[src/rtl/adc_pkg.sv]
`default_nettype none

package adc_pkg;

	// ==================================================
	// Defaults shared by both converter channels
	// ==================================================

	// Largest sync offset the aligner can correct, in clocks
	localparam int DEFAULT_MAX_DELAY = 7;

	// Width of a delay setting for the default range
	localparam int DELAY_W = $clog2(DEFAULT_MAX_DELAY + 1);

	// ==================================================
	// Converter and user word types
	// ==================================================

	// One clock of converter output, an even/odd pair for I and Q
	typedef struct packed {
		logic [7:0] even_i;
		logic [7:0] odd_i;
		logic [7:0] even_q;
		logic [7:0] odd_q;
		logic       sync;
		// Bit 0 flags the even sample, bit 1 the odd sample
		logic [1:0] outofrange;
	} adc_raw_t;

	// Four-sample user word, sample 0 is the oldest
	typedef struct packed {
		logic [3:0][7:0] datai;
		logic [3:0][7:0] dataq;
		// Word began on a sync pair
		logic            sync;
		logic [3:0]      outofrange;
		logic            valid;
	} adc_word_t;

	// Sync alignment FSM
	typedef enum logic [1:0] {
		IDLE,
		MEASURE,
		DONE,
		ERROR
	} align_state_e;

endpackage

`default_nettype wire

[src/rtl/adc_delay_line.sv]
`timescale 1ns/1ps
`default_nettype none

module adc_delay_line import adc_pkg::*; #(
	parameter int MAX_DELAY = DEFAULT_MAX_DELAY,
	parameter int DLY_W     = DELAY_W
) (
	input  logic             adc_clk,
	input  logic             rst_n,
	input  logic [DLY_W-1:0] delay,
	input  adc_raw_t         din,
	output adc_raw_t         dout
);

	// Tap n holds the pair that entered n+1 clocks ago
	adc_raw_t taps [MAX_DELAY+1];

	always_ff @(posedge adc_clk or negedge rst_n) begin
		if (!rst_n) begin
			for (int i = 0; i <= MAX_DELAY; i++) begin
				taps[i] <= '0;
			end
		end else begin
			taps[0] <= din;
			for (int i = 1; i <= MAX_DELAY; i++) begin
				taps[i] <= taps[i-1];
			end
		end
	end

	// Tap select, settings past the end use the last tap
	always_comb begin
		if (int'(delay) > MAX_DELAY) begin
			dout = taps[MAX_DELAY];
		end else begin
			dout = taps[delay];
		end
	end

endmodule

`default_nettype wire

[src/rtl/adc_capture.sv]
`timescale 1ns/1ps
`default_nettype none

module adc_capture import adc_pkg::*; (
	input  logic      adc_clk,
	input  logic      rst_n,
	input  logic      enable,
	input  adc_raw_t  raw,
	output adc_word_t word,
	output logic      user_sync,
	output logic      user_outofrange
);

	// Which half of a word the next pair is
	typedef enum logic [1:0] {
		CAP_HUNT,
		CAP_FIRST,
		CAP_SECOND
	} cap_phase_e;

	cap_phase_e      phase;
	adc_raw_t        raw_q;
	adc_raw_t        first_q;
	logic            take_first;
	logic            take_second;
	logic [3:0][7:0] datai_q;
	logic [3:0][7:0] dataq_q;
	logic            sync_q;
	logic [3:0]      oor_q;
	logic            valid_q;

	// ==================================================
	// Input register and framing
	// ==================================================

	always_ff @(posedge adc_clk) begin
		raw_q <= raw;
	end

	// A sync pair always opens a word
	assign take_first  = enable && (raw_q.sync || phase == CAP_FIRST);
	assign take_second = enable && !raw_q.sync && phase == CAP_SECOND;

	always_ff @(posedge adc_clk or negedge rst_n) begin
		if (!rst_n) begin
			phase   <= CAP_HUNT;
			valid_q <= 1'b0;
		end else begin
			valid_q <= take_second;
			if (!enable) begin
				phase <= CAP_HUNT;
			end else if (take_first) begin
				phase <= CAP_SECOND;
			end else if (take_second) begin
				phase <= CAP_FIRST;
			end
		end
	end

	// ==================================================
	// Word packing
	// ==================================================

	always_ff @(posedge adc_clk) begin
		if (take_first) begin
			first_q <= raw_q;
		end
		if (take_second) begin
			// Oldest sample in index 0
			datai_q <= {raw_q.odd_i, raw_q.even_i, first_q.odd_i, first_q.even_i};
			dataq_q <= {raw_q.odd_q, raw_q.even_q, first_q.odd_q, first_q.even_q};
			sync_q  <= first_q.sync;
			oor_q   <= {raw_q.outofrange, first_q.outofrange};
			// Summary flags for the user side
			user_sync       <= first_q.sync;
			user_outofrange <= |{raw_q.outofrange, first_q.outofrange};
		end
	end

	// Valid drops as soon as alignment is lost
	assign word = '{
		datai:      datai_q,
		dataq:      dataq_q,
		sync:       sync_q,
		outofrange: oor_q,
		valid:      valid_q && enable
	};

endmodule

`default_nettype wire

[src/rtl/adc_align_fsm.sv]
`timescale 1ns/1ps
`default_nettype none

module adc_align_fsm import adc_pkg::*; #(
	parameter int MAX_DELAY = DEFAULT_MAX_DELAY,
	parameter int DLY_W     = DELAY_W
) (
	input  logic             adc_clk,
	input  logic             rst_n,
	input  logic             resync,
	input  logic             sync0,
	input  logic             sync1,
	output logic [DLY_W-1:0] delay0,
	output logic [DLY_W-1:0] delay1,
	output logic             sync_done,
	output logic             sync_error
);

	align_state_e     state;
	logic [DLY_W-1:0] cnt;
	// Converter 1 saw its sync first
	logic             sync1_first;
	logic             other_sync;

	assign other_sync = sync1_first ? sync0 : sync1;

	// ==================================================
	// Offset measurement
	// ==================================================

	always_ff @(posedge adc_clk or negedge rst_n) begin
		if (!rst_n) begin
			state       <= IDLE;
			cnt         <= '0;
			sync1_first <= 1'b0;
			delay0      <= '0;
			delay1      <= '0;
		end else if (resync) begin
			state  <= IDLE;
			cnt    <= '0;
			delay0 <= '0;
			delay1 <= '0;
		end else begin
			unique case (state)
				IDLE: begin
					cnt         <= DLY_W'(1);
					sync1_first <= sync1 && !sync0;
					// Same-cycle syncs need no correction
					if (sync0 && sync1) begin
						delay0 <= '0;
						delay1 <= '0;
						state  <= DONE;
					end else if (sync0 || sync1) begin
						state <= MEASURE;
					end
				end

				MEASURE: begin
					if (other_sync) begin
						// Hold back the converter that led
						if (sync1_first) begin
							delay0 <= '0;
							delay1 <= cnt;
						end else begin
							delay0 <= cnt;
							delay1 <= '0;
						end
						state <= DONE;
					end else if (cnt == DLY_W'(MAX_DELAY)) begin
						// Offset beyond the delay line
						state <= ERROR;
					end else begin
						cnt <= cnt + 1'b1;
					end
				end

				// Result held until the next resync
				DONE: begin
					state <= DONE;
				end

				ERROR: begin
					state <= ERROR;
				end

				default: begin
					state <= IDLE;
				end
			endcase
		end
	end

	assign sync_done  = (state == DONE);
	assign sync_error = (state == ERROR);

endmodule

`default_nettype wire

[src/rtl/dual_adc_interface.sv]
`timescale 1ns/1ps
`default_nettype none

module dual_adc_interface import adc_pkg::*; #(
	parameter int MAX_DELAY = DEFAULT_MAX_DELAY
) (
	input  logic      adc_clk,
	input  logic      rst_n,
	input  logic      resync,
	input  adc_raw_t  raw0,
	input  adc_raw_t  raw1,
	output adc_word_t word0,
	output adc_word_t word1,
	output logic      user_sync0,
	output logic      user_sync1,
	output logic      user_outofrange0,
	output logic      user_outofrange1,
	output logic      sync_done,
	output logic      sync_error
);

	// Delay setting width follows the correctable range
	localparam int DLY_W = $clog2(MAX_DELAY + 1);

	logic [DLY_W-1:0] delay0;
	logic [DLY_W-1:0] delay1;
	adc_raw_t         raw0_dly;
	adc_raw_t         raw1_dly;

	// ==================================================
	// Alignment, watching syncs before the delay lines
	// ==================================================

	adc_align_fsm #(
		.MAX_DELAY (MAX_DELAY),
		.DLY_W     (DLY_W)
	) align_fsm (
		.adc_clk    (adc_clk),
		.rst_n      (rst_n),
		.resync     (resync),
		.sync0      (raw0.sync),
		.sync1      (raw1.sync),
		.delay0     (delay0),
		.delay1     (delay1),
		.sync_done  (sync_done),
		.sync_error (sync_error)
	);

	// ==================================================
	// Converter 0
	// ==================================================

	adc_delay_line #(
		.MAX_DELAY (MAX_DELAY),
		.DLY_W     (DLY_W)
	) dly0 (
		.adc_clk (adc_clk),
		.rst_n   (rst_n),
		.delay   (delay0),
		.din     (raw0),
		.dout    (raw0_dly)
	);

	adc_capture cap0 (
		.adc_clk         (adc_clk),
		.rst_n           (rst_n),
		.enable          (sync_done),
		.raw             (raw0_dly),
		.word            (word0),
		.user_sync       (user_sync0),
		.user_outofrange (user_outofrange0)
	);

	// ==================================================
	// Converter 1
	// ==================================================

	adc_delay_line #(
		.MAX_DELAY (MAX_DELAY),
		.DLY_W     (DLY_W)
	) dly1 (
		.adc_clk (adc_clk),
		.rst_n   (rst_n),
		.delay   (delay1),
		.din     (raw1),
		.dout    (raw1_dly)
	);

	adc_capture cap1 (
		.adc_clk         (adc_clk),
		.rst_n           (rst_n),
		.enable          (sync_done),
		.raw             (raw1_dly),
		.word            (word1),
		.user_sync       (user_sync1),
		.user_outofrange (user_outofrange1)
	);

endmodule

`default_nettype wire

[config.mk]
export PLATFORM = sky130hd
export DESIGN_NAME = dual_adc_interface
export DESIGN_NICKNAME = d
export VERILOG_FILES = /design/src/rtl/adc_pkg.sv /design/src/rtl/adc_delay_line.sv /design/src/rtl/adc_capture.sv /design/src/rtl/adc_align_fsm.sv /design/src/rtl/dual_adc_interface.sv
export SDC_FILE = /design/constraint.sdc
export NUM_CORES = 1
export LEC_CHECK = 0
export ABC_AREA = 1
export BUFFER_PORTS_ARGS = -buffer_cell sky130_fd_sc_hd__buf_2
export CORE_MARGIN = 2
export CORE_UTILIZATION = 55
export DETAILED_ROUTE_END_ITERATION = 16
export PLACE_DENSITY = 0.74
export SYNTH_ARGS = -nofsm -noshare
export SYNTH_HDL_FRONTEND = slang
export SYNTH_HIERARCHICAL = 1
export SYNTH_SLANG_ARGS = --single-unit
[constraint.sdc]
create_clock -name adc_clk -period 4.8 [get_ports adc_clk]
set_input_delay 0.96 -clock adc_clk [delete_from_list [all_inputs] [get_ports adc_clk]]
set_output_delay 0.96 -clock adc_clk [all_outputs]
set_load 0.01 [all_outputs]
==> Flow_metrics.wiki, run 1 <==
{| class="wikitable"
! Metric !! Value
|-
| Layout Nets || 3135
|-
| Global route total overflow || 0
|-
| Floorplan die area || 60100 um^2
|-
| Fraction of registers with async set or reset after synthesis || 0.674
|-
| Maximum count of clock buffers along a single path || 3
|-
| Worst slew margin relative to its limit || 0.168
|-
| Arrival time at the worst endpoint || 2.13 ns
|-
| CTS root buf || clkbuf_16
|-
| Cell taking the most area after synthesis || dfrtp_1
|-
| Setup Fix Bufs, Post-CTS || 0
|-
| Clock tree from TritonCTS || done
|-
| Flop pwr share || 0.512
|-
| Reg clk slew, reported paths || 0.06 ns
|-
| Area fraction of the dominant cell type after synthesis || 0.452
|-
| H-tree depth || 3
|-
| Syn Inst Count || 2843
|-
| Proportion of layout cells with a drive suffix above 1 || 0.201
|-
| Overall track demand over capacity in global routing || 0.204
|-
| First-pass GRT wire length || 98.0 mm
|-
| Floorplan Core Area || 57600 um^2
|-
| Netlist Area Pre-Place || 32000 um^2
|-
| Pint || 12.3 mW
|-
| Via count of the first global-routing pass || 19400
|-
| Hold violation count in the final report || 0
|-
| RSZ-0062 raised after global routing || no
|-
| DRC || 0
|-
| Max-cap viol count || 0
|-
| Total detailed-routing wirelength || 59.4 mm
|-
| Number of nets still failing antenna checks after routing || 0
|-
| DRT iter0 DRCs || 1419
|-
| Primary FF master, synth || dfrtp_1
|-
| Distinct cell type count of the synthesized netlist || 27
|-
| Max Slew Vio Count || 0
|-
| Layout fillers || 4190
|-
| HPWL reported at the end of detailed placement || 34.4 mm
|-
| Width of the chip || 245 um
|-
| Sink count of the clock tree || 858
|-
| Type of origin of the critical path || flop
|-
| Least-Margin Pin Slew || 1.24 ns
|-
| Proportion of power drawn by combinational gates || 0.051
|-
| Status || complete, no violations
|-
| Final period util || 0.644
|-
| Largest net degree at the start of global routing || 118
|-
| Critical path capture point type || primary output
|-
| Global placer's final weighted congestion || 0.782
|-
| Count of flip-flops with a built-in enable after synthesis || 210
|-
| Final setup TNS || 0 ns
|-
| VDD IR max || 0.000295 V
|-
| Placed cells || 3738
|-
| Switching power || 3.45 mW
|-
| Critical path class || reg2out
|-
| Max Fanout on Critical Path || 7
|-
| Total of flip-flops plus latches after synthesis || 858
|-
| Number of cells in the finished layout apart from fillers || 3897
|-
| Latest clock arrival within the worst-skew pair || 0.63 ns
|-
| Pleak || 18.2 nW
|-
| Register-to-register setup slack || 1.82 ns
|-
| Cell types with the largest area share after synthesis || dfrtp_1 (45%), edfxtp_1 (20%), nand2_1 (9.8%)
|-
| Most common cell in the netlist || nand2_1
|-
| Sequential area share after synthesis || 0.693
|-
| Initial Utilization || 0.556
|-
| Class of the most critical hold timing path || reg2reg
|-
| Detailed Routing Iterations Pass 1 || 8
|-
| Timing-limited maximum frequency || 324 MHz
|-
| Avg Cell Area, Syn || 11.3 um^2
|-
| Clock buffer count from CTS || 85
|-
| Shortest clock period the worst path allows after layout || 3.09 ns
|-
| Top post-synthesis cells by count || nand2_1 (832), inv_1 (583), dfrtp_1 (578)
|-
| Worst clock skew on the final layout || 0.0233 ns
|-
| Via count of the routed design || 18600
|-
| Detail-routed net length per standard cell || 15.2 um
|-
| Height of the die || 245 um
|-
| Pwr/cell area || 432 nW/um^2
|-
| Boundary Pins || 219
|-
| Data required, critical path || 3.84 ns
|-
| Yosys Warn Count || 6
|-
| Port Buf Inserts || 218
|-
| Share of total power consumed by net switching || 0.219
|-
| Number of gates resized after cts || 0
|-
| Clock network fraction of total power || 0.436
|-
| Synthesized netlist net count || 2918
|-
| Number of placement rows || 88
|-
| Final-report setup violation count || 0
|-
| Routed vias/inst || 4.78
|-
| Area delta synth->final || 13.9%
|-
| Post-CTS Hold Buffers || 0
|-
| Antenna violations before repair || 4
|}
-- critical path: stages, from the launching register on --
cell and delay, ns:
dfrtp_1 0.51, inv_1 0.13, nor2_1 0.39, nand2_1 0.24, inv_1 0.12, buf_2 0.13
-- final timing paths --
kind	from	end	cells after the start
max	align_fsm/state[1]$_DFFE_PN0P_	word1[0]	5
min	dly0/taps[119]$_DFF_PN0_	dly0/taps[84]$_DFF_PN0_	0
max reg2reg	align_fsm/state[1]$_DFFE_PN0P_	cap0/word[17]$_DFFE_PP_	5
min reg2reg	dly0/taps[119]$_DFF_PN0_	dly0/taps[84]$_DFF_PN0_	0
max in group asynchronous	rst_n	dly1/taps[278]$_DFF_PN0_	2
min in group asynchronous	rst_n	dly0/taps[89]$_DFF_PN0_	1
-- metrics by stage --
step	utilization	power (mW)	hold WS, ns	setup slack (ns)	cell area, um^2
4_1_cts	0.633	15.9	0.359	1.75	36500
3_3_place_gp	0.582	8.95	0.354	2.04	33500
6_report	0.633	15.7	0.355	1.71	36500
3_5_place_dp	0.582	9.01	0.358	1.89	33500
5_1_grt	0.633	16.3	0.363	1.62	36500
2_1_floorplan	-	8.70	0.354	0.287	32000
-- metal layers --
| layer | global-route usage | vias to the layer above | share of wire |
|---|---|---|---|
| li1 | - | 8945 | - |
| met1 | 0.270 | 9147 | 0.43 |
| met2 | 0.341 | 396 | 0.49 |
| met3 | 0.0384 | 120 | 0.050 |
| met4 | 0.0710 | 6 | 0.024 |
| met5 | 0 | - | 0.00067 |
-- kinds of logic (layout without fill, tap and decap cells) --
logic type,count (synthesis),in the layout,share of synthesized area
and+or+nand+nor,1282,1282,0.210
DFF,858,858,0.693
buffers and inverters,697,985,0.0953
AOI/OAI and AO/OA,4,4,0.000782
adders and majority gates,2,2,0.000782
other,0,1,0
-- power by group through the flow --
stage	registers, mW	clock network (mW)	logic (mW)
detailed placement	8.20	0	0.807
floorplan	8.12	0	0.579
global placement	8.18	0	0.770
finish	8.06	6.86	0.807
CTS	8.07	7.01	0.821
global route	8.10	7.32	0.926
-- sequential cells by signal, indices dropped and copies added (netlist names), 35 cells and up --
name,cells
cap1/word,64
cap0/raw_q,35
dly1/taps,280
cap1/first_q,35
cap1/raw_q,35
dly0/taps,280
cap0/first_q,35
cap0/word,64
-- final cells by class --
type                            count  area (um^2)  share of cell area
Timing Repair Buffer              239         1330              0.0366
Inverter                          588         2220              0.0610
Clock buffer                      122         2420              0.0663
Antenna cell                        1         2.50           0.0000686
Tap cell                          765          957              0.0263
Clock inverter                     36          528              0.0145
Multi-Input combinational cell   1288         6810               0.187
Sequential cell                   858        22200               0.609
-- layout by cell type, fill, tap and decap left out, types with 3 or more instances in the layout --
master        n
nand2_1     832
inv_1       583
dfrtp_1     573
buf_2       217
edfxtp_1    210
nand3_1     174
nand2_4     122
nand3_2     120
clkbuf_16    86
dfxtp_1      70
clkbuf_1     23
nor2_1       21
buf_4        15
clkbuf_8     13
bufinv_16    12
clkinv_2     10
clkinv_1      6
buf_12        6
dfrtp_4       4
nor2_4        4
clkinvlp_4    4
nand2_2       3
nand3b_1      3
clkinv_8      3
Power figures use the tool's default switching activity.
==> inputs of run 2 (changes only) <==
Clock period 4.8 ns to 3.2 ns, I/O delays scaled along.
==> run 2 against run 1 <==
Effect of this change: flip-flop and latch count unchanged; global-route usage about the same; via count down 0.20%; critical path depth unchanged; design area up 0.13%; core utilization up 0.080 points; sequential share of layout area down 0.077 points; count of clock-buffer cells in the layout down 10; clock skew down 0.0034 ns; non-clock buffer count up 12.
==> Flow_metrics.wiki, run 2 (synthesized netlist as in run 1, its figures left out) <==
{| class="wikitable"
! Metric !! Value
|-
| Status || complete, no violations (unchanged)
|-
| Number of gates resized after cts || 0 (unchanged)
|-
| Post-route core utilization || 0.634 (was 0.633)
|-
| Setup Fix Bufs, Post-CTS || 0 (unchanged)
|-
| Height of the die || 245 um (unchanged)
|-
| Pwr/cell area || 634 nW/um^2 (was 432 nW/um^2)
|-
| Critical path capture point type || primary output (unchanged)
|-
| Boundary Pins || 219 (unchanged)
|-
| Most used cells in the layout excluding fill and tap cells || nand2_1 (832), inv_1 (583), dfrtp_1 (573), buf_2 (217), edfxtp_1 (210) (unchanged)
|-
| Sink count of the clock tree || 858 (unchanged)
|-
| Design Area, Final || 36500 um^2 (about the same)
|-
| Shortest clock period the worst path allows after layout || 2.79 ns
|-
| Number of cells in the finished layout apart from fillers || 3908 (was 3897)
|-
| Final setup TNS || 0 ns (unchanged)
|-
| Max-cap viol count || 0 (unchanged)
|-
| Floorplan Core Area || 57600 um^2 (unchanged)
|-
| Type of origin of the critical path || flop (unchanged)
|-
| Timing-limited maximum frequency || 359 MHz
|-
| Worst Hold Slack || 0.123 ns (was 0.355 ns)
|-
| Pleak || 18.3 nW (was 18.2 nW)
|-
| Depth of the worst register-to-register path || 5 (unchanged)
|-
| Leading registers by flop count || dly0/taps (280), dly1/taps (280) (unchanged)
|-
| Overall track demand over capacity in global routing || 0.204 (about the same)
|-
| Via count of the routed design || 18600 (about the same)
|-
| Layout Nets || 3146 (was 3135)
|-
| DRC || 0 (unchanged)
|-
| Arrival time at the worst endpoint || 2.15 ns (was 2.13 ns)
|-
| Worst slew margin relative to its limit || 0.249 (was 0.168)
|-
| Area delta synth->final || 14.1% (was 13.9%)
|-
| Clock tree from TritonCTS || done (unchanged)
|-
| Proportion of layout cells with a drive suffix above 1 || 0.204 (was 0.201)
|-
| Reg clk slew, reported paths || 0.06 ns (about the same)
|-
| Placed cells || 3749 (was 3738)
|-
| Total detailed-routing wirelength || 59.7 mm (was 59.4 mm)
|-
| Data required, critical path || 2.56 ns (was 3.84 ns)
|-
| Worst clock skew on the final layout || 0.0199 ns (was 0.0233 ns)
|-
| Critical Path End || word0[0] (was word1[0])
|-
| Critical path class || reg2out (unchanged)
|-
| H-tree depth || 3 (unchanged)
|-
| HPWL reported at the end of detailed placement || 35.0 mm (was 34.4 mm)
|-
| Global route total overflow || 0 (unchanged)
|-
| Maximum count of clock buffers along a single path || 3 (unchanged)
|-
| VDD IR max || 0.000511 V (was 0.000295 V)
|-
| Max Slew Vio Count || 0 (unchanged)
|-
| Number of nets still failing antenna checks after routing || 0 (unchanged)
|-
| DRT iter0 DRCs || 1260 (was 1419)
|-
| Global placer's final weighted congestion || 0.804 (was 0.782)
|-
| Endpoint of the most critical register-to-register path || cap0/word[21]$_DFFE_PP_ (was cap0/word[17]$_DFFE_PP_)
|-
| Detail-routed net length per standard cell || 15.3 um (was 15.2 um)
|-
| Class of the most critical hold timing path || in2reg (was reg2reg)
|-
| Register-to-register setup slack || 0.60 ns (was 1.82 ns)
|-
| CTS root buf || clkbuf_16 (unchanged)
|-
| Via count of the first global-routing pass || 19500 (was 19400)
|-
| First-pass GRT wire length || 98.0 mm (about the same)
|-
| Antenna violations before repair || 7 (was 4)
|-
| Number of placement rows || 88 (unchanged)
|-
| Routed vias/inst || 4.75 (was 4.78)
|-
| Instance area after placement || 33700 um^2 (was 33500 um^2)
|-
| Largest net degree at the start of global routing || 142 (was 118)
|-
| Most common cell after layout, fill and taps aside || nand2_1 (unchanged)
|-
| Post-CTS Hold Buffers || 1 (was 0)
|-
| Port Buf Inserts || 218 (unchanged)
|-
| Hold violation count in the final report || 0 (unchanged)
|-
| Initial Utilization || 0.556 (unchanged)
|-
| Detailed Routing Iterations Pass 1 || 5 (was 8)
|-
| Clock buffer count from CTS || 84 (was 85)
|-
| Crit path from || align_fsm/state[1]$_DFFE_PN0P_ (unchanged)
|-
| RSZ-0062 raised after global routing || no (unchanged)
|-
| Width of the chip || 245 um (unchanged)
|-
| Floorplan die area || 60100 um^2 (unchanged)
|-
| Least-Margin Pin Slew || 1.13 ns (was 1.24 ns)
|-
| Final-report setup violation count || 0 (unchanged)
|-
| Max Fanout on Critical Path || 7 (unchanged)
|-
| Startpoint of the worst register-to-register path || align_fsm/state[1]$_DFFE_PN0P_ (unchanged)
|-
| Latest clock arrival within the worst-skew pair || 0.62 ns (was 0.63 ns)
|-
| Final period util || 0.872
|}
-- run 2: through the flow --
stage / setup WS [ns] / power, mW
6_report: 0.411 / 23.1
5_1_grt: 0.212 / 24.0
4_1_cts: 0.353 / 23.4
3_5_place_dp: 0.586 / 13.5
3_3_place_gp: 0.689 / 13.4
2_1_floorplan: 0.178 / 13.1
-- run 2: cell type report --
class	instances	area, um^2
sequential	858	22200
fill	4266	21100
multi-input combinational	1288	6810
clock buffer	112	2300
inverter	588	2220
timing repair buffer	251	1550
tap	765	957
clock inverter	43	470
antenna	3	7.51
-- run 2: where the power goes --
group	internal (mW)	total (mW)	switching, mW
Sequential	11.8	12.1	0.298
Combinational	0.411	1.24	0.833
Clock	5.73	9.80	4.07
-- run 2: worst min path at each step --
stage	start	end	slack [ns]	cells after the start
6_report	raw1[17]	dly1/taps[262]$_DFF_PN0_	0.12	1
2_1_floorplan	rst_n	align_fsm/cnt[0]$_DFFE_PN0P_	0.34	0
5_1_grt	raw1[10]	dly1/taps[255]$_DFF_PN0_	0.10	1
3_3_place_gp	dly1/taps[199]$_DFF_PN0_	dly1/taps[164]$_DFF_PN0_	0.35	0
3_5_place_dp	dly0/taps[231]$_DFF_PN0_	dly0/taps[196]$_DFF_PN0_	0.36	0
4_1_cts	raw1[17]	dly1/taps[262]$_DFF_PN0_	0.09	1
-- run 2: worst max-delay path, cell delays in order, from the launching register on --
cell and delay, ns:
dfrtp_1 0.52, inv_1 0.13, nor2_1 0.52, nand2_1 0.14, inv_1 0.10, buf_2 0.13
-- run 2: metal layers --
metal  vias to the layer above  track usage  part of all wire
met5                         -            0           0.00067
met4                         6       0.0768             0.025
met3                       119       0.0399             0.047
met2                       360        0.338              0.50
met1                      9120        0.268              0.43
li1                       8972            -                 -
